[src/spiFlashPkg.sv]
////////////////////////////////////////////////////////////////////////////
// Serial flash shared definitions
// Array sizes, opcodes, bus cycle states and data types
////////////////////////////////////////////////////////////////////////////

`default_nettype none

package spiFlashPkg;

    // Scaled down array, 4 KiB in four sectors
    localparam int memAddrBits = 12;
    localparam int memBytes = 4096;
    localparam int pageBytes = 256;
    localparam int sectorBytes = 1024;

    // Manufacturer, memory type, capacity
    localparam logic [23:0] deviceId = 24'h010207;
    localparam logic [7:0] erasedByte = 8'hFF;

    // Status register bit positions
    localparam int statusWipBit = 0;
    localparam int statusWelBit = 1;

    typedef logic [7:0] flashByte_t;
    typedef logic [memAddrBits-1:0] flashAddr_t;
    typedef logic [8:0] pageIndex_t;

    typedef enum logic [7:0] {
        opNone = 8'h00,
        opWrdi = 8'h04,
        opWren = 8'h06,
        opRdsr = 8'h05,
        opRead = 8'h03,
        opPp   = 8'h02,
        opSe   = 8'hD8,
        opRdid = 8'h9F
    } spiOpcode_e;

    typedef enum logic [2:0] {
        busIdle,
        busCode,
        busAddr,
        busData,
        busIgnore
    } busState_e;

endpackage

`default_nettype wire
[src/spiShiftIn.sv]
////////////////////////////////////////////////////////////////////////////
// SPI receive side
// Synchronizes the pins, finds sck and csNeg edges, assembles bytes
////////////////////////////////////////////////////////////////////////////

`timescale 1ns/1ps
`default_nettype none

module spiShiftIn import spiFlashPkg::*;
(
    input  wire        CSNeg_ipd,
    input  wire        rstN,
    input  wire        sck,
    input  wire        si,
    input  wire        csNeg,
    output logic       frameStart,
    output logic       frameEnd,
    output logic       rxValid,
    output flashByte_t rxByte,
    output logic       partialBits,
    output logic       sckFall
);

    logic [1:0] sckSync;
    logic [1:0] csSync;
    logic [1:0] siSync;
    logic sckPrev;
    logic csPrev;
    logic sckRise;
    logic [2:0] bitCount;
    logic [6:0] shiftReg;

    // Two flop synchronizers plus one stage for edge detect
    always_ff @(posedge CSNeg_ipd or negedge rstN)
    begin
        if (!rstN)
        begin
            sckSync <= 2'b00;
            csSync <= 2'b11;
            siSync <= 2'b00;
            sckPrev <= 1'b0;
            csPrev <= 1'b1;
        end
        else
        begin
            sckSync <= {sckSync[0], sck};
            csSync <= {csSync[0], csNeg};
            siSync <= {siSync[0], si};
            sckPrev <= sckSync[1];
            csPrev <= csSync[1];
        end
    end

    assign frameStart = csPrev & ~csSync[1];
    assign frameEnd = ~csPrev & csSync[1];
    // sck edges only count while selected
    assign sckRise = sckSync[1] & ~sckPrev & ~csSync[1];
    assign sckFall = ~sckSync[1] & sckPrev & ~csSync[1];

    always_ff @(posedge CSNeg_ipd or negedge rstN)
    begin
        if (!rstN)
            bitCount <= 3'd0;
        else if (frameStart)
            bitCount <= 3'd0;
        else if (sckRise)
            bitCount <= bitCount + 3'd1;
    end

    always_ff @(posedge CSNeg_ipd)
    begin
        if (frameStart)
            shiftReg <= '0;
        else if (sckRise)
            shiftReg <= {shiftReg[5:0], siSync[1]};
    end

    // Eighth bit completes the byte, MSB first
    assign rxValid = sckRise && (bitCount == 3'd7);
    assign rxByte = {shiftReg, siSync[1]};
    assign partialBits = (bitCount != 3'd0);

endmodule

`default_nettype wire

[config.mk]
export PLATFORM = sky130hd
export DESIGN_NAME = spiShiftIn
export DESIGN_NICKNAME = d
export VERILOG_FILES = /design/src/spiFlashPkg.sv /design/src/spiShiftIn.sv
export SDC_FILE = /design/constraint.sdc
export NUM_CORES = 1
export LEC_CHECK = 0
export BUFFER_PORTS_ARGS = -buffer_cell sky130_fd_sc_hd__buf_2
export CAP_MARGIN = 20
export CORE_AREA = 4 4 43 45
export DETAILED_ROUTE_END_ITERATION = 16
export DIE_AREA = 0 0 47 49
export HOLD_SLACK_MARGIN = 0.06
export PLACE_DENSITY = 0.77
export SLEW_MARGIN = 20
export SYNTH_ARGS = -nofsm -noshare
export SYNTH_HDL_FRONTEND = slang
export SYNTH_SLANG_ARGS = --single-unit
[constraint.sdc]
create_clock -name CSNeg_ipd -period 1.8 [get_ports CSNeg_ipd]
set_input_delay 0.09 -clock CSNeg_ipd [delete_from_list [all_inputs] [get_ports CSNeg_ipd]]
set_output_delay 0.09 -clock CSNeg_ipd [all_outputs]
set_load 0.02 [all_outputs]
==> flow_summary.json <==
{
  "cts_max_path_buffers": 2,
  "ioPinCount": 18,
  "grt_pass1_vias": 425,
  "synth_cell_types": 23,
  "avgSynthCellArea_um2": 14.1,
  "combPwrFrac_pct": 8.9,
  "synthTopCellsByArea": "dfrtp_1 (30%), dfxtp_1 (21%), dfstp_2 (12%), a22o_2 (5.9%), ha_1 (5.5%)",
  "die_h_um": 49,
  "core_mm2": 0.00147,
  "synth_cells": 48,
  "antenna_cells": 0,
  "area_delta_synth_final_pct": 23.3,
  "switching_share_pct": 22.3,
  "rows": 14,
  "cts_root_buf": "clkbuf_4",
  "synth.net_count": 56,
  "dpl.cell_count": 78,
  "finalCriticalPeriod_ns": 1.46,
  "portBuffers": 17,
  "required_ns": 1.71,
  "slew_viol_final": 0,
  "ys_dominant_reg_cell": "dfrtp_1",
  "finalHoldViolCount": 0,
  "fin_util_pct": 56.7,
  "arrival_ns": 1.37,
  "r2r_start": "csPrev",
  "finalNonFillerCells": 86,
  "netlist_area_um2": 677,
  "critPathKind": "flip-flop to primary output",
  "ys_seq_elements": 18,
  "die_w_um": 47,
  "clockPowerShare_pct": 32.3,
  "synth_edf_count": 0,
  "drv_cap": 0,
  "fin_area_um2": 835,
  "dp_hpwl_um": 780,
  "status": "finished, final reports clean",
  "critPathCaptureType": "primary output",
  "detail-route-antenna-nets": 0,
  "powerDensity_mw_per_mm2": 884,
  "rsz0062_at_grt": "false",
  "place_area_um2": 758,
  "worstSetupStartpointType": "flip-flop",
  "grt_pass1_wl_um": 1820,
  "ys_seq_area_share_pct": 61.9,
  "layout_setup_ws_ns": 0.340,
  "layout-drive-gt1-share_pct": 45.7,
  "wire_per_inst_um": 12.3,
  "clkSinkCount": 18,
  "leakage_nw": 0.414,
  "drc": 0,
  "ys.warnings.count": 0,
  "antenna_found_initial": 0,
  "drt_wl_total_um": 1060,
  "fin_skew_ns": 0.00464,
  "async_flop_share_pct": 61.1,
  "clk_latency_ns": 0.29,
  "path_max_fanout": 3,
  "grt_usage_pct": 11.2,
  "setup_viol": 0,
  "post-synth-top-area-cell": "dfrtp_1",
  "die-area_mm2": 0.00230,
  "fin_tns_setup_ns": 0,
  "post-place-ws_ns": 0.532,
  "intPower_uw": 574,
  "viasPerCell": 5.10,
  "final_nets": 79,
  "slew_headroom_pct": 77.1,
  "max_slew.worst_pin.slew_ns": 0.343,
  "yosysMostFrequentCell": "dfrtp_1",
  "irDropWorstVdd_uv": 469,
  "seqPwrFrac_pct": 58.8,
  "overflow": 0,
  "p_sw_uw": 164,
  "startpoint": "bitCount[0]",
  "fmax_ghz": 0.685,
  "drt_iter0_drc": 3,
  "grt_max_degree": 12,
  "period_share_pct": 81.1,
  "num_vias": 439,
  "cts_buffers": 3,
  "synthTopCellsByCount": "dfrtp_1 (8), dfxtp_1 (7), a22o_2 (4)",
  "place.gp.congestion": 0.700,
  "dr.pass1.iters": 4,
  "htreeDepth": 1,
  "n_fill_cell": 141,
  "path_clk_slew_ns": 0.10,
  "initial_core_util_pct": 46.0,
  "hp-class": "input pin to asynchronous set/reset pin",
  "cts_tree": "yes",
  "synth_top_area_share_pct": 29.6
}
layout make-up:
| class | instances | area (um2) | area share [%] |
|---|---|---|---|
| Tap cell | 16 | 20.0 | 2.40 |
| Inverter | 3 | 11.3 | 1.35 |
| Multi-Input combinational cell | 24 | 223 | 26.7 |
| Clock buffer | 4 | 36.3 | 4.35 |
| Sequential cell | 18 | 419 | 50.2 |
| Timing Repair Buffer | 21 | 125 | 15.0 |
kinds of logic (layout without fill, tap and decap cells):
| kind of cell | after synthesis | in the layout | synth area share [%] |
|---|---|---|---|
| AO/OA/AOI/OAI | 11 | 11 | 14.2 |
| adder cells (fa/ha/maj) | 3 | 3 | 5.55 |
| buffers and inverters | 6 | 28 | 5.18 |
| flip-flops | 18 | 18 | 61.9 |
| multiplexers | 1 | 1 | 2.22 |
| AND/OR/NAND/NOR | 9 | 9 | 10.9 |
critical path, cell delays in order (launching register included):
cell and delay [ns]:
dfrtp_1 0.42, ha_1 0.21, ha_1 0.16, nor3b_1 0.12, buf_2 0.16
registers in the layout (all words and copies together) (netlist names):
name	count
csSync	2
siSync	2
bitCount	3
sckPrev	1
shiftReg	7
csPrev	1
sckSync	2
layer usage:
layer | up-vias | global-route usage (%) | share of wire [%]
li1 | 213 | - | -
met1 | 209 | 13.3 | 42
met2 | 12 | 16.7 | 50
met3 | 5 | 4.80 | 6.1
met4 | 0 | 5.53 | 2.5
met5 | - | 0 | 0
cell usage in the layout, fill, tap and decap left out, types with 2 or more instances in the layout:
master         instances
dlygate4sd3_1          4
nor3b_1                3
a22o_2                 4
dfrtp_1                8
inv_1                  2
buf_2                 17
a22o_1                 3
dfxtp_1                7
ha_1                   3
dfstp_2                3
clkbuf_4               3
power by group through the flow:
stage | combinational [mW] | clock, mW | sequential, mW
after global routing | 0.0738 | 0.266 | 0.437
after global placement | 0.0592 | 0 | 0.441
after floorplan | 0.0437 | 0 | 0.440
after CTS | 0.0674 | 0.248 | 0.434
after detailed placement | 0.0607 | 0 | 0.443
final | 0.0657 | 0.238 | 0.434
per-stage QoR:
step,power (mW),hold slack (ns)
after floorplan,0.483,-0.206
after global placement,0.500,-0.0359
after detailed placement,0.503,-0.0323
after CTS,0.750,0.188
after global routing,0.777,0.211
final,0.738,0.198
path summary, 6_finish.rpt:
kind / end / depth (start not counted) / slack (ns)
worst max register to register: bitCount[0] / 3 / 0.53
worst min register to register: sckSync[1] / 0 / 0.36
max in group asynchronous: csSync[0] / 2 / 1.34
worst max-delay path: rxValid / 4 / 0.34
min in group CSNeg_ipd: sckSync[1] / 0 / 0.36
worst min-delay path: siSync[1] / 2 / 0.20
repair_timing:
action	in CTS	in global routing
setup buffers	0	0
endpoints found under the hold margin	14	0
hold buffers	4	0
gates resized for setup	0	0
Power figures use the tool's default switching activity.
