File: src/spiFlashPkg.sv
////////////////////////////////////////////////////////////////////////////
// Serial flash shared definitions
// Array sizes, opcodes, bus cycle states and data types
////////////////////////////////////////////////////////////////////////////

`default_nettype none

package spiFlashPkg;

    // Scaled down array, 4 KiB in four sectors
    localparam int memAddrBits = 12;
    localparam int memBytes = 4096;
    localparam int pageBytes = 256;
    localparam int sectorBytes = 1024;

    // Manufacturer, memory type, capacity
    localparam logic [23:0] deviceId = 24'h010207;
    localparam logic [7:0] erasedByte = 8'hFF;

    // Status register bit positions
    localparam int statusWipBit = 0;
    localparam int statusWelBit = 1;

    typedef logic [7:0] flashByte_t;
    typedef logic [memAddrBits-1:0] flashAddr_t;
    typedef logic [8:0] pageIndex_t;

    typedef enum logic [7:0] {
        opNone = 8'h00,
        opWrdi = 8'h04,
        opWren = 8'h06,
        opRdsr = 8'h05,
        opRead = 8'h03,
        opPp   = 8'h02,
        opSe   = 8'hD8,
        opRdid = 8'h9F
    } spiOpcode_e;

    typedef enum logic [2:0] {
        busIdle,
        busCode,
        busAddr,
        busData,
        busIgnore
    } busState_e;

endpackage

`default_nettype wire
File: src/cmdDecoder.sv
////////////////////////////////////////////////////////////////////////////
// Bus cycle FSM and command decode
// Collects opcode, address and page data; picks the byte to transmit
////////////////////////////////////////////////////////////////////////////

`timescale 1ns/1ps
`default_nettype none

module cmdDecoder import spiFlashPkg::*;
(
    input  wire        CSNeg_ipd,
    input  wire        rstN,
    input  wire        frameStart,
    input  wire        frameEnd,
    input  wire        rxValid,
    input  wire        [7:0] rxByte,
    input  wire        partialBits,
    input  wire        txNext,
    input  wire        [7:0] rdData,
    input  wire        [7:0] status,
    output logic       cmdValid,
    output spiOpcode_e cmd,
    output flashAddr_t cmdAddr,
    output pageIndex_t cmdCount,
    output logic       bufWrite,
    output pageIndex_t bufIndex,
    output flashByte_t bufData,
    output flashAddr_t rdAddr,
    output logic       txActive,
    output flashByte_t txByte
);

    busState_e busState;
    logic [1:0] addrCount;
    logic dataSeen;
    logic [1:0] idIndex;
    logic frameOk;
    logic ppAccept;
    flashAddr_t addrNext;
    pageIndex_t pageLimit;

    // Only the low address bits survive the shift
    assign addrNext = {cmdAddr[memAddrBits-9:0], rxByte};
    // Bytes left up to the end of the page
    assign pageLimit = pageIndex_t'(pageBytes) - pageIndex_t'(cmdAddr[7:0]);
    assign ppAccept = rxValid && (busState == busData) && (cmd == opPp)
                      && (cmdCount < pageLimit);

    // Byte count check at csNeg rise
    always_comb
    begin
        frameOk = 1'b0;
        if ((busState == busData) && !partialBits)
        begin
            case (cmd)
                opWren, opWrdi, opSe: frameOk = !dataSeen;
                opPp: frameOk = (cmdCount != '0);
                default: frameOk = 1'b0;
            endcase
        end
    end

    always_ff @(posedge CSNeg_ipd or negedge rstN)
    begin
        if (!rstN)
        begin
            busState <= busIdle;
            cmd <= opNone;
            cmdAddr <= '0;
            cmdCount <= '0;
            addrCount <= 2'd0;
            dataSeen <= 1'b0;
            rdAddr <= '0;
            txActive <= 1'b0;
            cmdValid <= 1'b0;
            bufWrite <= 1'b0;
        end
        else
        begin
            cmdValid <= 1'b0;
            bufWrite <= ppAccept;
            // Read address steps once per loaded byte
            if (txActive && txNext && (cmd == opRead))
                rdAddr <= rdAddr + 1'b1;
            if (frameStart)
            begin
                busState <= busCode;
                cmd <= opNone;
                cmdCount <= '0;
                addrCount <= 2'd0;
                dataSeen <= 1'b0;
            end
            else if (frameEnd)
            begin
                busState <= busIdle;
                txActive <= 1'b0;
                cmdValid <= frameOk;
            end
            else if (rxValid)
            begin
                case (busState)
                    busCode:
                    begin
                        cmd <= spiOpcode_e'(rxByte);
                        case (rxByte)
                            opWren, opWrdi: busState <= busData;
                            opRead, opSe, opPp: busState <= busAddr;
                            opRdsr, opRdid:
                            begin
                                busState <= busData;
                                txActive <= 1'b1;
                            end
                            default: busState <= busIgnore;
                        endcase
                    end
                    busAddr:
                    begin
                        cmdAddr <= addrNext;
                        addrCount <= addrCount + 2'd1;
                        if (addrCount == 2'd2)
                        begin
                            busState <= busData;
                            rdAddr <= addrNext;
                            txActive <= (cmd == opRead);
                        end
                    end
                    busData:
                    begin
                        dataSeen <= 1'b1;
                        // Bytes past the page end are dropped
                        if (ppAccept)
                            cmdCount <= cmdCount + 9'd1;
                    end
                    default: ;
                endcase
            end
        end
    end

    // Transmit source steps once per loaded byte
    always_ff @(posedge CSNeg_ipd or negedge rstN)
    begin
        if (!rstN)
            idIndex <= 2'd0;
        else if (frameStart)
            idIndex <= 2'd0;
        else if (txActive && txNext && (cmd == opRdid))
            idIndex <= (idIndex == 2'd2) ? 2'd0 : idIndex + 2'd1;
    end

    always_ff @(posedge CSNeg_ipd)
    begin
        if (ppAccept)
        begin
            bufIndex <= cmdCount;
            bufData <= rxByte;
        end
    end

    always_comb
    begin
        case (cmd)
            opRdsr: txByte = status;
            opRdid:
            begin
                case (idIndex)
                    2'd0: txByte = deviceId[23:16];
                    2'd1: txByte = deviceId[15:8];
                    default: txByte = deviceId[7:0];
                endcase
            end
            default: txByte = rdData;
        endcase
    end

endmodule

`default_nettype wire

File: config.mk
export PLATFORM = sky130hd
export DESIGN_NAME = cmdDecoder
export DESIGN_NICKNAME = d
export VERILOG_FILES = /design/src/spiFlashPkg.sv /design/src/cmdDecoder.sv
export SDC_FILE = /design/constraint.sdc
export NUM_CORES = 1
export LEC_CHECK = 0
export ABC_AREA = 0
export ABC_CLOCK_PERIOD_IN_PS = 4000
export BUFFER_PORTS_ARGS = -buffer_cell sky130_fd_sc_hd__buf_2
export CAP_MARGIN = 20
export CORE_ASPECT_RATIO = 0.75
export CORE_MARGIN = 2
export CORE_UTILIZATION = 53
export DETAILED_ROUTE_END_ITERATION = 10
export PLACE_DENSITY = 0.81
export SYNTH_ARGS = -nofsm -noshare
export SYNTH_HDL_FRONTEND = slang
export SYNTH_SLANG_ARGS = --single-unit
File: constraint.sdc
create_clock -name CSNeg_ipd -period 4 [get_ports CSNeg_ipd]
set_clock_uncertainty 0.2 [all_clocks]
set_input_delay 0.6 -clock CSNeg_ipd [delete_from_list [all_inputs] [get_ports CSNeg_ipd]]
set_output_delay 0.6 -clock CSNeg_ipd [all_outputs]
set_load 0.005 [all_outputs]
==> flow_metrics.env <==
export IMPL_outcome="finished, final reports clean"
export IMPL_final_cells=536
export IMPL_initial_core_util_pct=54.25
export IMPL_routedWlPerCell_um=16.70
export IMPL_place_congestion=0.8549
export IMPL_clk_path_buf_depth=2
export IMPL_finish_utilization_pct=66.41
export IMPL_ant_nets=0
export IMPL_cp_end_kind="register"
export IMPL_root_buffer="clkbuf_8"
export IMPL_avgSynthCellArea_um2=10.59
export IMPL_grt_max_degree=53
export IMPL_diodes=0
export IMPL_timing_hold_ws_ps=155.5
export IMPL_vias_per_cell=5.862
export IMPL_htreeDepth=3
export IMPL_synth_cell_types=49
export IMPL_ff_latch_area_mm2=0.001812
export IMPL_grt_overflow_total=0
export IMPL_final_cell_mix="buf_2, dfrtp_1, nor2_1, nand2_1"
export IMPL_hpwl_um=6543
export IMPL_cts_tree="yes"
export IMPL_syn_cell_area_mm2=0.003654
export IMPL_synth_top_flop_cell="dfrtp_1"
export IMPL_ys_warn_count=0
export IMPL_seq_area_frac_synth_pct=49.59
export IMPL_slew_viol_final=0
export IMPL_cp_required_ps=3870
export IMPL_synth_seq_cells=69
export IMPL_clock_sinks=69
export IMPL_dp_cells=520
export IMPL_grt_pass1_vias=2992
export IMPL_tightest_slew_ps=733.5
export IMPL_clkSlewWorstSetupHoldPaths_ps=80
export IMPL_cts_made_buffers=9
export IMPL_p_per_area_mw_per_mm2=338.4
export IMPL_port_buffers=99
export IMPL_grt_setup_unrepaired="no"
export IMPL_async_reset_ff_share_pct=75.36
export IMPL_regToRegStartpoint="cmdAddr[2]"
export IMPL_drive_gt1_share_pct=30.31
export IMPL_synth_edf_count=17
export IMPL_timing_fmax_ghz=0.2826
export IMPL_relSlewSlack_pct=51.10
export IMPL_track_usage_pct=25.31
export IMPL_rows=26
export IMPL_crit_fanout=19
export IMPL_drc=0
export IMPL_cap_violations=0
export IMPL_critical_path_startpoint="cmdAddr[2]"
export IMPL_drt_total_wl_um=8952
export IMPL_fin_area_mm2=0.004472
export IMPL_area_growth_pct=22.40
export IMPL_critPathArrivalTime_ps=3410
export IMPL_syn_num_nets=389
export IMPL_drt_first_iter_violations=196
export IMPL_num_vias=3142
export IMPL_reg2reg_depth=8
export IMPL_ir_worst_vdd_mv=0.2141
export IMPL_core_area_mm2=0.006734
export IMPL_clk_latency_ps=360
export IMPL_final_common_cell="buf_2"
export IMPL_syn_inst=345
export IMPL_fillers=547
export IMPL_worstHoldPathType="primary input to asynchronous set/reset pin"
export IMPL_hold_violations=0
export IMPL_die_y_um=75.91
export IMPL_fp_dieW_um=99.87
export IMPL_p_leak_nw=2.103
export IMPL_nets=491
export IMPL_ios=100
export IMPL_firstDrtPassIters=4
export IMPL_multi_input_area_mm2=0.001737
export IMPL_grt_pass1_wl_um=14950
export IMPL_setup_viol=0
export IMPL_fin_tns_setup_ps=0
export IMPL_period_needed_ps=3539
export IMPL_path_class="register to register"
export IMPL_grt_antenna_before_repair=0
export IMPL_dieArea_mm2=0.007581
export IMPL_post_route_period_util_pct=88.47
export IMPL_crit_path_start_kind="register"
export IMPL_placed_area_mm2=0.004237
## sequential cells by signal (all words and copies together) (netlist names), 2 cells and up
name,count
addrCount,2
bufData,8
bufIndex,9
busState,3
cmd,8
cmdAddr,12
cmdCount,9
idIndex,2
rdAddr,12
## layer usage
layer	routed length, um	part of all wire [%]	GRT usage (%)
met5	0	0	0
met4	120	1.3	7.397
met3	788	8.8	7.657
met2	4143	46	38.45
met1	3900	44	35.28
## cells by family (layout without fill, tap and decap cells)
group           after synthesis  in the layout  synth area share (%)
compound gates               64             64                 11.78
fa+ha+maj                    13             13                 4.452
flops                        69             69                 49.59
buf+inv                      27            134                 2.945
mux                          23             23                 6.678
simple gates                131            131                 20.24
xor+xnor                     18             18                 4.315
## cells in the mapped netlist, types with 11 or more instances
| library cell | count | share of area (%) |
|---|---|---|
| inv_1 | 14 | 1.4 |
| mux2i_1 | 12 | 3.3 |
| o31ai_1 | 11 | 2.3 |
| edfxtp_1 | 17 | 14 |
| ha_1 | 13 | 4.5 |
| a21oi_1 | 18 | 2.5 |
| xnor2_1 | 14 | 3.4 |
| dfrtp_1 | 52 | 36 |
| nand3_1 | 17 | 2.3 |
| mux2_2 | 11 | 3.4 |
| o21ai_0 | 18 | 2.5 |
| nor2_1 | 30 | 3.1 |
| nand2_1 | 27 | 2.8 |
## report_power, final
| part | total, mW | internal [mW] | switching, mW |
|---|---|---|---|
| sequential | 0.746 | 0.730 | 0.0167 |
| combinational | 0.110 | 0.0461 | 0.0640 |
| clock | 0.657 | 0.386 | 0.271 |
## cell type report
class                           count  area share, %
Timing Repair Buffer              104          11.92
Sequential cell                    69          40.51
Tap cell                           84          2.350
Clock inverter                      5          1.819
Clock buffer                       11          3.386
Inverter                           14          1.175
Multi-Input combinational cell    249          38.84
## critical path, stage by stage, from the launching register on
cell and delay (ps):
dfrtp_1 470, nor4_1 410, nand2_1 140, xnor2_1 150, ha_1 300, a211oi_1 430, o2111ai_4 330, nor2_2 530
buf_4 280
## stage by stage
stage                     worst slack (ps)  total power [mW]
after floorplan                      509.6            0.8092
after global placement               487.8            0.8669
after detailed placement             263.0            0.8705
after CTS                            248.1             1.526
after global routing                 232.6             1.567
final                                461.3             1.513
## worst paths after layout
kind	endpoint	slack (ps)
max in group asynchronous	rdAddr[4]	3000
hold / removal	cmdCount[3]	160
min in group CSNeg_ipd	cmdValid	280
hold reg to reg	cmdAddr[9]	300
setup / recovery	bufIndex[7]	460
setup reg to reg	bufIndex[7]	460
## what timing repair did
item,4_1_cts,5_1_grt
buffers inserted,0,0
gates resized for setup,0,1
hold buffers,0,0
setup endpoints to repair,0,9
Note: power is estimated with default switching activity, not from simulation.
