===== src/spiFlashPkg.sv =====
////////////////////////////////////////////////////////////////////////////
// Serial flash shared definitions
// Array sizes, opcodes, bus cycle states and data types
////////////////////////////////////////////////////////////////////////////

`default_nettype none

package spiFlashPkg;

    // Scaled down array, 4 KiB in four sectors
    localparam int memAddrBits = 12;
    localparam int memBytes = 4096;
    localparam int pageBytes = 256;
    localparam int sectorBytes = 1024;

    // Manufacturer, memory type, capacity
    localparam logic [23:0] deviceId = 24'h010207;
    localparam logic [7:0] erasedByte = 8'hFF;

    // Status register bit positions
    localparam int statusWipBit = 0;
    localparam int statusWelBit = 1;

    typedef logic [7:0] flashByte_t;
    typedef logic [memAddrBits-1:0] flashAddr_t;
    typedef logic [8:0] pageIndex_t;

    typedef enum logic [7:0] {
        opNone = 8'h00,
        opWrdi = 8'h04,
        opWren = 8'h06,
        opRdsr = 8'h05,
        opRead = 8'h03,
        opPp   = 8'h02,
        opSe   = 8'hD8,
        opRdid = 8'h9F
    } spiOpcode_e;

    typedef enum logic [2:0] {
        busIdle,
        busCode,
        busAddr,
        busData,
        busIgnore
    } busState_e;

endpackage

`default_nettype wire

===== src/spiShiftOut.sv =====
////////////////////////////////////////////////////////////////////////////
// SPI transmit side
// Shifts read bytes out MSB first on falling sck
////////////////////////////////////////////////////////////////////////////

`timescale 1ns/1ps
`default_nettype none

module spiShiftOut import spiFlashPkg::*;
(
    input  wire  CSNeg_ipd,
    input  wire  rstN,
    input  wire  sckFall,
    input  wire  txActive,
    input  wire  [7:0] txByte,
    output logic txNext,
    output logic so,
    output logic soEn
);

    logic [2:0] bitCount;
    logic [6:0] shiftReg;

    always_ff @(posedge CSNeg_ipd or negedge rstN)
    begin
        if (!rstN)
        begin
            bitCount <= 3'd0;
            so <= 1'b0;
            soEn <= 1'b0;
            txNext <= 1'b0;
        end
        else
        begin
            soEn <= txActive;
            txNext <= 1'b0;
            if (!txActive)
            begin
                bitCount <= 3'd0;
                so <= 1'b0;
            end
            else if (sckFall)
            begin
                bitCount <= bitCount + 3'd1;
                // Byte boundary, take the next byte
                if (bitCount == 3'd0)
                begin
                    so <= txByte[7];
                    txNext <= 1'b1;
                end
                else
                    so <= shiftReg[6];
            end
        end
    end

    always_ff @(posedge CSNeg_ipd)
    begin
        if (txActive && sckFall)
            shiftReg <= (bitCount == 3'd0) ? txByte[6:0] : {shiftReg[5:0], 1'b0};
    end

endmodule

`default_nettype wire


===== config.mk =====
export PLATFORM = sky130hd
export DESIGN_NAME = spiShiftOut
export DESIGN_NICKNAME = d
export VERILOG_FILES = /design/src/spiFlashPkg.sv /design/src/spiShiftOut.sv
export SDC_FILE = /design/constraint.sdc
export NUM_CORES = 1
export LEC_CHECK = 0
export BUFFER_PORTS_ARGS = -buffer_cell sky130_fd_sc_hd__buf_4
export CORE_UTILIZATION = 40
export DETAILED_ROUTE_END_ITERATION = 10
export HOLD_SLACK_MARGIN = 0.05
export PLACE_DENSITY = 0.66
export SYNTH_ARGS = -nofsm -noshare
export SYNTH_HDL_FRONTEND = slang
export SYNTH_SLANG_ARGS = --single-unit

===== constraint.sdc =====
create_clock -name CSNeg_ipd -period 1.73 [get_ports CSNeg_ipd]
set_input_delay 0.346 -clock CSNeg_ipd [delete_from_list [all_inputs] [get_ports CSNeg_ipd]]
set_output_delay 0.346 -clock CSNeg_ipd [all_outputs]
set_load 0.02 [all_outputs]

==> results.md, run 1 <==
- The total half-perimeter wirelength after legalization and detailed placement is 693.4 um.
- The placeable core area is 0.001366 sq mm.
- The combinational share of power is 19.7%.
- The via count of the first global-routing pass is 319.
- The largest fanout of any net on the critical path is 9.
- The maximum number of pins on one net before global-route repair is 10.
- For this run, design rule violations remaining after detail routing come to 0.
- Summed over all layers, the routed wires come to 926 um.
- The fmax is 655.9 MHz.
- The die boundary height is 41.19 um.
- The part of the total power dissipated in sequential elements is 53.6%.
- After technology mapping, the gate count stands at 41.
- Max-cap violations in this run came to 0.
- Detailed routing inserted a total of 360 vias.
- For this design the static power due to leakage is 0.3578 nW.
- The count of input and output buffers is 14.
- The flow ran to the end, and the final reports show no timing, DRC or antenna violations.
- The cell area after synthesis is 614.3 sq um.
- After synthesis the netlist holds a flip-flop and latch count of 13.
- The final-layout setup total negative slack is 0 ns.
- The clock period could shrink to 1.525 ns.
- Clock tree synthesis found a total of 13 sinks.
- The number of antenna-violating nets in the routed design is 0.
- The number of antenna violations at the first check in global routing is 0.
- TritonCTS built the clock tree.
- After clock tree synthesis, the clock-pin slew on the worst setup and hold paths is 0.08 ns.
- Dividing the synthesized area by the synthesized cell count gives 14.98 sq um.
- The die covers 0.001697 sq mm.
- For this design the ratio of total power to cell area is 882.4 mW/mm^2.
- The number of diodes is 0.
- The area growth from synthesis to layout is 24.64%.
- Setup violations remaining at the end of the flow were counted as 0.
- In this run switching power makes up 22.74% of total power.
- Of the available clock period, the critical path in the final layout requires 88.13%.
- The maximum level of the CTS H-tree is 1.
- The initialized floorplan defines 13 standard-cell rows.
- On the final layout, the worst clock skew is 0.005104 ns.
- Of the synthesized area, sequential elements account for 58.66%.
- In the final layout, the share of cells above drive strength 1 is 47.46%.
- The later pin in the worst-skew pair is clocked with a latency of 0.27 ns.
- The number of max-slew violations in the final report was 0.
- The post-synth net total is 55.
- In this run the tightest slew margin relative to its limit is 78.32%.
- Yosys mapped the design onto 19 distinct sky130hd cell types.
- The family with the most delay on the worst path is flip-flops.
- For this design the top-level I/O count stands at 15.
- The average wire length per cell after detail routing is 12.51 um.
- IR analysis of the VDD net gives a maximum drop of 0.7168 mV.
- The count of cells resized by post-cts repair is 0.
- The global-route track usage on met2 is 17.58%.
- The number of endpoints with negative hold slack in the final report is 0.
- The die span in x is 41.19 um.
- In this design, the stage delay of the slowest critical-path cell is 0.39 ns.
- For this run, the total global-route usage over all layers was measured as 14.77%.
- The number of detailed-route iterations in the first pass is 3.
- The slowest stage of the critical path is the dfrtp_1 cell.
- The sort of element at the end of the critical path is a register.
- Traced cell by cell, the critical path runs through inv_1, ha_1, nor2b_2, buf_4, mux2_4.
- The startpoint type of the worst setup path is a register.
- The placer's final routability congestion estimate is 0.6829.
- The net count of the finished layout is 74.
- Setup repair after global routing left no endpoint under its margin.
- The clock passes through at most 2 buffers.
- In this run the power spent charging and discharging nets is 0.1536 mW.
- The global routing met3 resource utilization is 8.152%.
- The critical path start-end classification is register to register.
- The data required time of the worst path is 1.75 ns.
- The internal power of the cells is 0.5220 mW.
- The layer with the highest usage is met1.
- The transition time at the pin with the least slew margin is 0.3252 ns.
- For met1 alone, demand over resource in global routing was 20.89%.
- The detailed router finished its first iteration with 6 violations.
- The post-CTS setup buffer count is 0.
- The worst hold path class is input pin to register.
- After global routing the overflow that remains totals 0.
- The tree is rooted in a clkbuf_4.
- Using the TritonRoute via totals, the vias-per-cell ratio works out to 4.865.
- Together, buffers and inverters on the worst path number 2.
- The utilization after layout is 56.04%.
- For this run, the number of Yosys warnings is 0.
- The starting density of the core is 44.96%.
- The number of buffers inserted by hold repair at cts is 1.
- The number of clock buffers inserted by TritonCTS is 3.
- The first global-routing pass estimated 1455 um of wire.
- The clock network power share is 26.7%.
- Data arrives at the worst endpoint at 1.54 ns.
==> layout make-up <==
| cell class | instances | area, sq um |
|---|---|---|
| Tap cell | 15 | 18.77 |
| Timing Repair Buffer | 16 | 122.6 |
| Fill cell | 116 | 600.6 |
| Inverter | 4 | 15.01 |
| Sequential cell | 13 | 360.3 |
| Clock buffer | 4 | 26.28 |
| Multi-Input combinational cell | 22 | 222.7 |
==> stage by stage <==
step / hold slack [ns] / instance area (sq um) / total power [mW] / setup WS [ns] / cells
final: 0.1981 / 765.7 / 0.6757 / 0.2053 / 74
after global placement: 0.1567 / 729.5 / 0.4978 / 0.2507 / 69
after CTS: 0.1827 / 765.7 / 0.6897 / 0.1899 / 74
after detailed placement: 0.1590 / 729.5 / 0.5015 / 0.2150 / 69
after global routing: 0.1816 / 765.7 / 0.7187 / 0.1400 / 74
after floorplan: 0.05041 / 614.3 / 0.4605 / 0.3155 / 41
==> state kept, by name, indices dropped and copies added, names as in the netlist <==
signal,cells
soEn,1
so,1
bitCount,3
shiftReg,7
txNext,1
==> routing by layer <==
| metal | share of wire (%) | routed length [um] |
|---|---|---|
| met5 | 0 | 0 |
| met4 | 0 | 0 |
| met3 | 5.6 | 52 |
| met2 | 45 | 414 |
| met1 | 50 | 459 |
==> cell families (layout without fill, tap and decap cells) <==
kind of cell | after synthesis | count (layout) | synth area share, %
muxes | 7 | 7 | 16.29
adders and majority gates | 2 | 2 | 4.073
DFF | 13 | 13 | 58.65
xor gates and xnor gates | 1 | 1 | 1.426
and+or+nand+nor | 8 | 8 | 9.166
AOI/OAI and AO/OA | 4 | 4 | 5.295
buffers and inverters | 6 | 24 | 5.090
==> synth_stat cells <==
master	instances	area, sq um
a21bo_2	1	10.01
nand3b_1	1	7.510
xnor2_1	1	8.760
buf_2	1	5.000
mux2_4	6	90.09
inv_1	4	15.01
mux2i_1	1	10.01
a21oi_1	1	5.000
ha_1	2	25.02
edfxtp_1	7	210.2
nand4bb_1	1	11.26
o311a_1	1	10.01
and2_1	1	6.260
nor2_1	2	7.510
dfrtp_1	6	150.1
o21a_1	1	7.510
nor2b_2	1	8.760
buf_6	1	11.26
and2_2	2	15.01
==> worst register-to-register path, delay by kind of cell (launching register included) <==
family | cells | cell delay (ns)
buffers and inverters | 2 | 0.24
AND/OR/NAND/NOR | 1 | 0.15
flip-flops | 1 | 0.39
multiplexers | 1 | 0.31
adder cells (fa/ha/maj) | 1 | 0.20
==> worst paths after layout <==
path | start | endpoint | slack (ns) | depth (start not counted)
max in group asynchronous | rstN | bitCount[1]$_DFFE_PN0P_ | 1.20 | 2
min in group asynchronous | rstN | soEn$_DFF_PN0_ | 0.41 | 2
setup reg to reg | bitCount[0]$_DFFE_PN0P_ | shiftReg[5]$_DFFE_PP_ | 0.21 | 5
hold reg to reg | shiftReg[6]$_DFFE_PP_ | so$_DFFE_PN0P_ | 0.54 | 1
hold / removal | txActive | soEn$_DFF_PN0_ | 0.20 | 1
setup / recovery | bitCount[0]$_DFFE_PN0P_ | shiftReg[5]$_DFFE_PP_ | 0.21 | 5
==> power by group through the flow <==
stage	registers, mW	clock network, mW	logic, mW
floorplan	0.373	0	0.0875
global placement	0.369	0	0.129
detailed placement	0.369	0	0.132
CTS	0.363	0.192	0.135
global route	0.365	0.208	0.146
finish	0.362	0.181	0.133
==> layout by cell type, fill, tap and decap left out <==
cell,count
buf_4,15
edfxtp_1,7
mux2_4,6
dfrtp_1,6
inv_1,4
clkbuf_4,3
and2_2,2
nor2_1,2
ha_1,2
nor2b_2,1
and2_1,1
a21bo_2,1
nand3b_1,1
a21oi_1,1
mux2i_1,1
xnor2_1,1
nand4bb_1,1
o21a_1,1
o311a_1,1
clkbuf_1,1
dlygate4sd3_1,1
Note: power is estimated with default switching activity, not from simulation.
==> inputs of run 2 (changes only) <==
RECOVER_POWER = 25   (was unset)
==> run 2 against run 1 <==
  * Register-to-register slack about the same
  * Via count is the same
  * First-iteration DRC count is the same
  * Power decreased by 0.30%
  * Maximum frequency unchanged
  * Die area unchanged
  * Setup slack unchanged
  * Sequential share of layout area increased by 0.47 points
  * Clock-buffer cell count is the same
  * Sequential cell count unchanged
  * Non-clock buffer count is the same
  * Final area shrank 0.98%
==> results.md, run 2 (synthesis results as in run 1) <==
- The clock network power share came to 26.8% (about the same).
- The internal power of the cells is 0.5200 mW (-0.39%).
- The die span in x is 41.19 um (unchanged).
- The wire length of the first global-routing pass was 1455 um (unchanged).
- The largest registers in the layout are shiftReg: 7 flops, bitCount: 3 flops.
- The total via count in the routed design was 360 (unchanged).
- The die area is 0.001697 sq mm (unchanged).
- Counting flops per register, the top entry is shiftReg.
- The remaining max-slew budget at the tightest pin was 76.92% (-1.4 points).
- The data required time of the worst path is 1.75 ns (about the same).
- The worst slack on hold paths was 0.2241 ns (+0.02597 ns).
- The placeable core area is 0.001366 sq mm (unchanged).
- The clock input transition at the sequential cells of the worst setup and hold paths is 0.08 ns (about the same).
- The flow ran to the end, and the final reports show no timing, DRC or antenna violations.
- The library cell used most frequently in the layout, excluding fill and tap cells, is buf_4.
- The biggest cell delay along the critical path is 0.39 ns (about the same).
- The number of detailed-route iterations in the first pass is 3 (unchanged).
- The total number of clock tree sinks is 13 (unchanged).
- The ratio of cells with drive above 1 in the final layout is 44.07% (-3.4 points).
- The combined global-route utilization of all metal layers is 14.77% (unchanged).
- The power spent charging and discharging nets came to 0.1536 mW (about the same).
- The worst setup path is captured at a register.
- The placer's final routability congestion estimate is 0.6829 (unchanged).
- The die boundary height is 41.19 um (unchanged).
- The per-cell via count in the routed design came to 4.865 (unchanged).
- The standby leakage power is 0.3505 nW (-2.0%).
- The maximum number of pins on one net before global-route repair came to 10 (unchanged).
- The maximum count of clock buffers along a single path is 2 (unchanged).
- The signal on the critical path passes through inv_1, ha_1, nor2b_2, buf_4, mux2_4.
- The final wirelength is 923 um (-0.32%).
- The path class of the tightest hold or removal check is input pin to register.
- The top-level I/O count is 15 (unchanged).
- The fmax came to 655.9 MHz (unchanged).
- The number of filler cells placed in the layout is 118 (+1.7%).
- The switching power share of the total is 22.80% (+0.065 points).
- The total of max-cap violations was 0 (unchanged).
- The power density over cell area is 888.4 mW/mm^2 (+0.69%).
- The count of input and output buffers is 14 (unchanged).
- The latest clock arrival within the worst-skew pair is 0.27 ns (about the same).
- The worst endpoint data arrival time came to 1.54 ns (about the same).
- The final-layout setup total negative slack is 0 ns (unchanged).
- The total DRC errors in the routed layout is 0 (unchanged).
- The part of the total power dissipated in sequential elements is 53.8% (+0.2 points).
- Clock tree synthesis selected as its root buffer the cell clkbuf_4.
- The number of antenna-violating nets in the routed design is 0 (unchanged).
- The final-stage net count came to 74 (unchanged).
- The via count of the first global-routing pass came to 319 (unchanged).
- From synthesis to final layout, the design area changed by 23.42%.
- The number of diodes came to 0 (unchanged).
- The number of endpoints with negative hold slack in the final report is 0 (unchanged).
- STA classifies the critical path startpoint as a register.
- The total of endpoints with negative setup slack in the final report is 0 (unchanged).
- The starting density of the core came to 44.96% (unchanged).
- The number of clock buffers inserted by TritonCTS is 3 (unchanged).
- The average wire length per cell after detail routing is 12.47 um (-0.32%).
- The transition time at the pin with the least slew margin came to 0.3462 ns (+0.02099 ns).
- The global-route congestion overflow total is 0 (unchanged).
- The maximum level of the CTS H-tree came to 1 (unchanged).
- The number of max-slew violations in the final report is 0 (unchanged).
- Setup repair after global routing left no endpoint under its margin.
- The number of cell rows is 13 (unchanged).
- The minimum period implied by the final worst setup slack is 1.525 ns (unchanged).
- The top cell types in the final layout, fill and taps aside, are buf_4 (13), edfxtp_1 (7), mux2_4 (6), dfrtp_1 (6), inv_1 (4).
- The largest fanout of any net on the critical path is 9 (unchanged).
- TritonCTS built the clock tree.
- The cell at the slowest stage of the critical path is dfrtp_1.
- By startpoint and endpoint, the worst setup path is classified as register to register.
- The number of flip-flops under the largest register name came to 7 (unchanged).
- The setup skew after layout is 0.005104 ns (unchanged).
- The combinational share of power is 19.4% (-0.3 points).
- The largest voltage drop on the vdd net is 0.7166 mV (about the same).
- The final cycle utilization of the critical path is 88.13% (unchanged).
- The total half-perimeter wirelength after legalization and detailed placement is 693.4 um (unchanged).
- The number of antenna violations at the first check in global routing is 0 (unchanged).
- The number of DRC violations after detailed-routing iteration 0 came to 6 (unchanged).
run 2: repair_timing:
item,in CTS,in global routing
endpoints found under the hold margin,6,0
gates resized for setup,0,0
hold buffers,1,0
setup buffers,0,0
run 2: worst paths after layout:
check	from	end	slack, ns	cells past startpoint
max in group asynchronous	rstN	bitCount[1]$_DFFE_PN0P_	0.99	2
worst min-delay path	txActive	soEn$_DFF_PN0_	0.22	1
worst min register to register	shiftReg[6]$_DFFE_PP_	so$_DFFE_PN0P_	0.54	1
worst max register to register	bitCount[0]$_DFFE_PN0P_	shiftReg[5]$_DFFE_PP_	0.21	5
worst max-delay path	bitCount[0]$_DFFE_PN0P_	shiftReg[5]$_DFFE_PP_	0.21	5
min in group asynchronous	rstN	soEn$_DFF_PN0_	0.48	2
run 2: area by class of cell:
class / instances / area (sq um) / share of cell area [%]
flip-flops and latches: 13 / 360.3 / 47.52
multi-input cells: 22 / 222.7 / 29.37
repair buffers: 16 / 115.1 / 15.18
clock buffers: 4 / 26.28 / 3.465
well taps: 15 / 18.77 / 2.475
inverters: 4 / 15.01 / 1.980
run 2: power by group through the flow:
stage,Combinational [mW],Clock [mW],Sequential [mW]
floorplan,0.0875,0,0.373
global placement,0.129,0,0.369
detailed placement,0.132,0,0.369
CTS,0.135,0.192,0.363
global route,0.144,0.208,0.365
finish,0.131,0.181,0.362
run 2: stage by stage:
| step | setup slack [ns] | power (mW) | utilization (%) | cell area (sq um) | instances |
|---|---|---|---|---|---|
| 5_1_grt | 0.1400 | 0.7166 | 55.49 | 758.2 | 74 |
| 2_1_floorplan | 0.3155 | 0.4605 | - | 614.3 | 41 |
| 4_1_cts | 0.1899 | 0.6897 | 56.04 | 765.7 | 74 |
| 6_report | 0.2053 | 0.6736 | 55.49 | 758.2 | 74 |
| 3_3_place_gp | 0.2507 | 0.4978 | 53.39 | 729.5 | 69 |
| 3_5_place_dp | 0.2150 | 0.5015 | 53.39 | 729.5 | 69 |
run 2: per-layer routing:
| layer | routed length, um | up-vias | global-route usage, % |
|---|---|---|---|
| met3 | 51 | 0 | 8.152 |
| met1 | 458 | 171 | 20.89 |
| met2 | 413 | 11 | 17.58 |
| met4 | 0 | 0 | 7.258 |
| met5 | 0 | - | 0 |
| li1 | - | 178 | - |
run 2: critical path: cells and delay by family (launching register included):
| family | cells | cell delay (ns) |
|---|---|---|
| simple gates | 1 | 0.15 |
| fa+ha+maj | 1 | 0.20 |
| buf+inv | 2 | 0.24 |
| flops | 1 | 0.39 |
| mux | 1 | 0.31 |
==> inputs of run 3 (changes only) <==
PLACE_DENSITY = 0.68   (was 0.66)
SKIP_CTS_REPAIR_TIMING = 1   (was unset)
TNS_END_PERCENT = 10   (was unset)
clock period = 1.4 ns   (was 1.73 ns; I/O delays follow)
==> run 3 against run 2 <==
  * The run now ends with setup timing left
  * Clock-buffer cell count stayed put
  * First-iteration DRC count stayed put
  * Register-to-register slack worse by 0.27 ns
  * Wire length is 23% higher
  * Sequential share of layout area is 3.2 points lower
==> results.md, run 3 (synthesis results as in run 1) <==
- The clock input transition at the sequential cells of the worst setup and hold paths is 0.07 ns (about the same).
- The worst endpoint data arrival time is 1.49 ns (-0.05 ns).
- The latest clock arrival within the worst-skew pair is 0.29 ns (+0.02 ns).
- The most critical setup path has its startpoint at bitCount[0]$_DFFE_PN0P_.
- The register area came to 360.3 sq um (unchanged).
- The number of filler cells placed in the layout came to 117 (-0.85%).
- The top-level I/O count is 15 (unchanged).
- The largest fanout of any net on the critical path is 8 (-1).
- The power spent charging and discharging nets is 0.2218 mW (+44%).
- The average wire length per cell after detail routing is 14.32 um (+15%).
- The placeable core area was 0.001366 sq mm (unchanged).
- Following the worst setup path forward leads to its endpoint at shiftReg[6]$_DFFE_PP_.
- The smallest setup slack after layout was -0.06138 ns (-0.2667 ns).
- Setup repair after global routing could not meet its margin everywhere.
- The number of endpoints with negative hold slack in the final report is 0 (unchanged).
- The library cells used most frequently in the layout, excluding fill and tap cells, are buf_4 (18), edfxtp_1 (7), mux2_4 (6), dfrtp_1 (6).
- The final reports fail on setup timing.
- The total area of multi-input combinational cells came to 240.2 sq um (+7.9%).
- The most common library cell in the layout ignoring fill and taps is buf_4.
- From synthesis to final layout, the design area changed by 32.38%.
- The data required time of the worst path is 1.43 ns (-0.32 ns).
- The starting density of the core is 44.96% (unchanged).
- Traced cell by cell, the critical path runs through inv_2, ha_4, nor2b_4, mux2_4.
- The final non-filler cell area is 813.3 sq um (+7.3%).
- The die span in x came to 41.19 um (unchanged).
- The per-cell via count in the routed design came to 4.848 (-0.34%).
- The number of max-slew violations in the final report is 0 (unchanged).
- The number of detailed-route iterations in the first pass is 4 (+1).
- The combinational share of power came to 22.6% (+3.2 points).
- The clock network power share is 27.4% (+0.6 points).
- The number of antenna-violating nets in the routed design was 0 (unchanged).
- The switching power share of the total is 24.91% (+2.1 points).
- The number of antenna violations at the first check in global routing came to 0 (unchanged).
- The total number of clock tree sinks is 13 (unchanged).
- The maximum number of pins on one net before global-route repair came to 9 (-1).
- The total DRC errors in the routed layout is 0 (unchanged).
- The total via count in the routed design is 383 (+6.4%).
- The total of endpoints with negative setup slack in the final report came to 6 (+6).
- The final cycle utilization of the critical path was 104.4% (+16 points).
- The minimum period implied by the final worst setup slack is 1.461 ns (-0.06334 ns).
- The critical path depth is 4 (-1).
- The worst hold path class is input pin to register.
- The minimum setup slack among reg-to-reg paths is -0.06 ns (-0.27 ns).
- In the final layout, the registers with the most flip-flops are shiftReg: 7 flops, bitCount: 3 flops.
- The cell count after placement is 71 (+2.9%).
- The worst slack on hold paths is 0.1713 ns (-0.05275 ns).
- The number of buffers and inverters on the critical path is 1 (-1).
- The wire length of the first global-routing pass is 1497 um (+2.9%).
- The power density over cell area is 1095 mW/mm^2 (+23%).
- The biggest cell delay along the critical path is 0.39 ns (about the same).
- The final standard cell count with taps included and fillers excluded came to 79 (+6.8%).
- The maximum count of clock buffers along a single path came to 2 (unchanged).
- The die boundary height came to 41.19 um (unchanged).
- The worst setup path is launched from a register.
- The maximum level of the CTS H-tree was 1 (unchanged).
- The remaining max-slew budget at the tightest pin was 73.76% (-3.2 points).
- The placer's final routability congestion estimate is 0.7221 (+5.7%).
- The most flop-heavy register is shiftReg.
- The number of diodes is 0 (unchanged).
- The total of max-cap violations is 0 (unchanged).
- The global-route congestion overflow total came to 0 (unchanged).
- The number of cell rows is 13 (unchanged).
- The part of the total power dissipated in sequential elements is 50.0% (-3.8 points).
- The count of input and output buffers is 14 (unchanged).
- The largest voltage drop on the vdd net is 0.6298 mV (-12%).
- The total half-perimeter wirelength after legalization and detailed placement came to 698.6 um (+0.75%).
- The final wirelength is 1131 um (+23%).
- The run finished, with violations left.
- The setup skew after layout is 0.01419 ns (+0.009087 ns).
- The fmax is 684.3 MHz (+4.3%).
- The ratio of cells with drive above 1 in the final layout is 53.13% (+9.1 points).
- The kind of cell with the highest combined delay along the critical path is flip-flops.
- The CTS tree is built.
- The via count of the first global-routing pass is 346 (+8.5%).
- The sort of element at the end of the critical path is a register.
- The transition time at the pin with the least slew margin came to 0.3935 ns (+0.04739 ns).
- The cell area after placement came to 752.0 sq um (+3.1%).
- The root buffer cell chosen for the clock tree is clkbuf_4.
- The number of DRC violations after detailed-routing iteration 0 came to 6 (unchanged).
- The launch instance of the worst register-to-register path is bitCount[0]$_DFFE_PN0P_.
- The number of clock buffers inserted by TritonCTS is 3 (unchanged).
- The standby leakage power came to 0.3829 nW (+9.3%).
- The utilization after layout is 59.52% (+4.0 points).
- The final-stage net count is 79 (+6.8%).
- The combined global-route utilization of all metal layers is 14.80% (+0.030 points).
- The length in cells of the worst reg-to-reg path came to 4 (-1).
- The number of flip-flops under the largest register name is 7 (unchanged).
- The internal power of the cells came to 0.6688 mW (+29%).
- The die area is 0.001697 sq mm (unchanged).
- The slowest stage of the critical path belongs to the cell dfrtp_1.
- The critical path start-end classification is register to register.
- The worst register-to-register path ends at shiftReg[6]$_DFFE_PP_.
==> run 3: changes by cell type in the layout (fill, tap and decap cells not counted) <==
cell / before / now
inv_1: 4 / 2
ha_4: 0 / 1
nor2b_2: 1 / 0
inv_2: 0 / 2
buf_4: 13 / 18
ha_1: 2 / 1
nor2b_4: 0 / 1
==> run 3: area by class of cell <==
type / count / share of cell area [%]
flip-flops and latches: 13 / 44.31
clock buffers: 4 / 3.231
well taps: 15 / 2.308
inverters: 4 / 1.846
repair buffers: 21 / 18.77
multi-input cells: 22 / 29.54
==> run 3: layer usage <==
metal  routed length (um)  global-route usage, %  vias to the layer above
met4                   19                  12.10                        0
met2                  510                  20.31                       12
li1                     -                      -                      190
met3                   53                  3.261                        2
met1                  549                  19.53                      179
met5                    0                      0                        -
==> run 3: worst min path at each step <==
stage,startpoint,end,slack (ns),cells after the start
final,txActive,soEn$_DFF_PN0_,0.17,1
after global routing,txActive,soEn$_DFF_PN0_,0.17,1
after CTS,rstN,so$_DFFE_PN0P_,-0.22,1
after detailed placement,rstN,txNext$_DFF_PN0_,0.09,1
after global placement,rstN,txNext$_DFF_PN0_,0.09,1
after floorplan,rstN,bitCount[0]$_DFFE_PN0P_,-0.02,0
==> run 3: power by group through the flow <==
stage,Combinational (mW),Sequential [mW],Clock (mW)
6_report,0.201,0.445,0.244
3_5_place_dp,0.179,0.453,0
2_1_floorplan,0.113,0.461,0
3_3_place_gp,0.176,0.453,0
4_1_cts,0.181,0.445,0.248
5_1_grt,0.215,0.448,0.268
==> run 3: metrics by stage <==
stage	setup WS [ns]	setup TNS (ns)	total power, mW
6_report	-0.06138	-0.2495	0.8906
5_1_grt	-0.09761	-0.5599	0.9316
4_1_cts	-0.09605	-0.5107	0.8735
3_5_place_dp	-0.08542	-0.4800	0.6327
3_3_place_gp	-0.07291	-0.4221	0.6298
2_1_floorplan	-0.01178	-0.07070	0.5739
==> run 3: worst reg2reg max path, delay by kind of cell (launching register included) <==
kind | cells | cell delay (ns)
buf+inv | 1 | 0.07
simple gates | 1 | 0.29
mux | 1 | 0.34
flops | 1 | 0.39
fa+ha+maj | 1 | 0.12
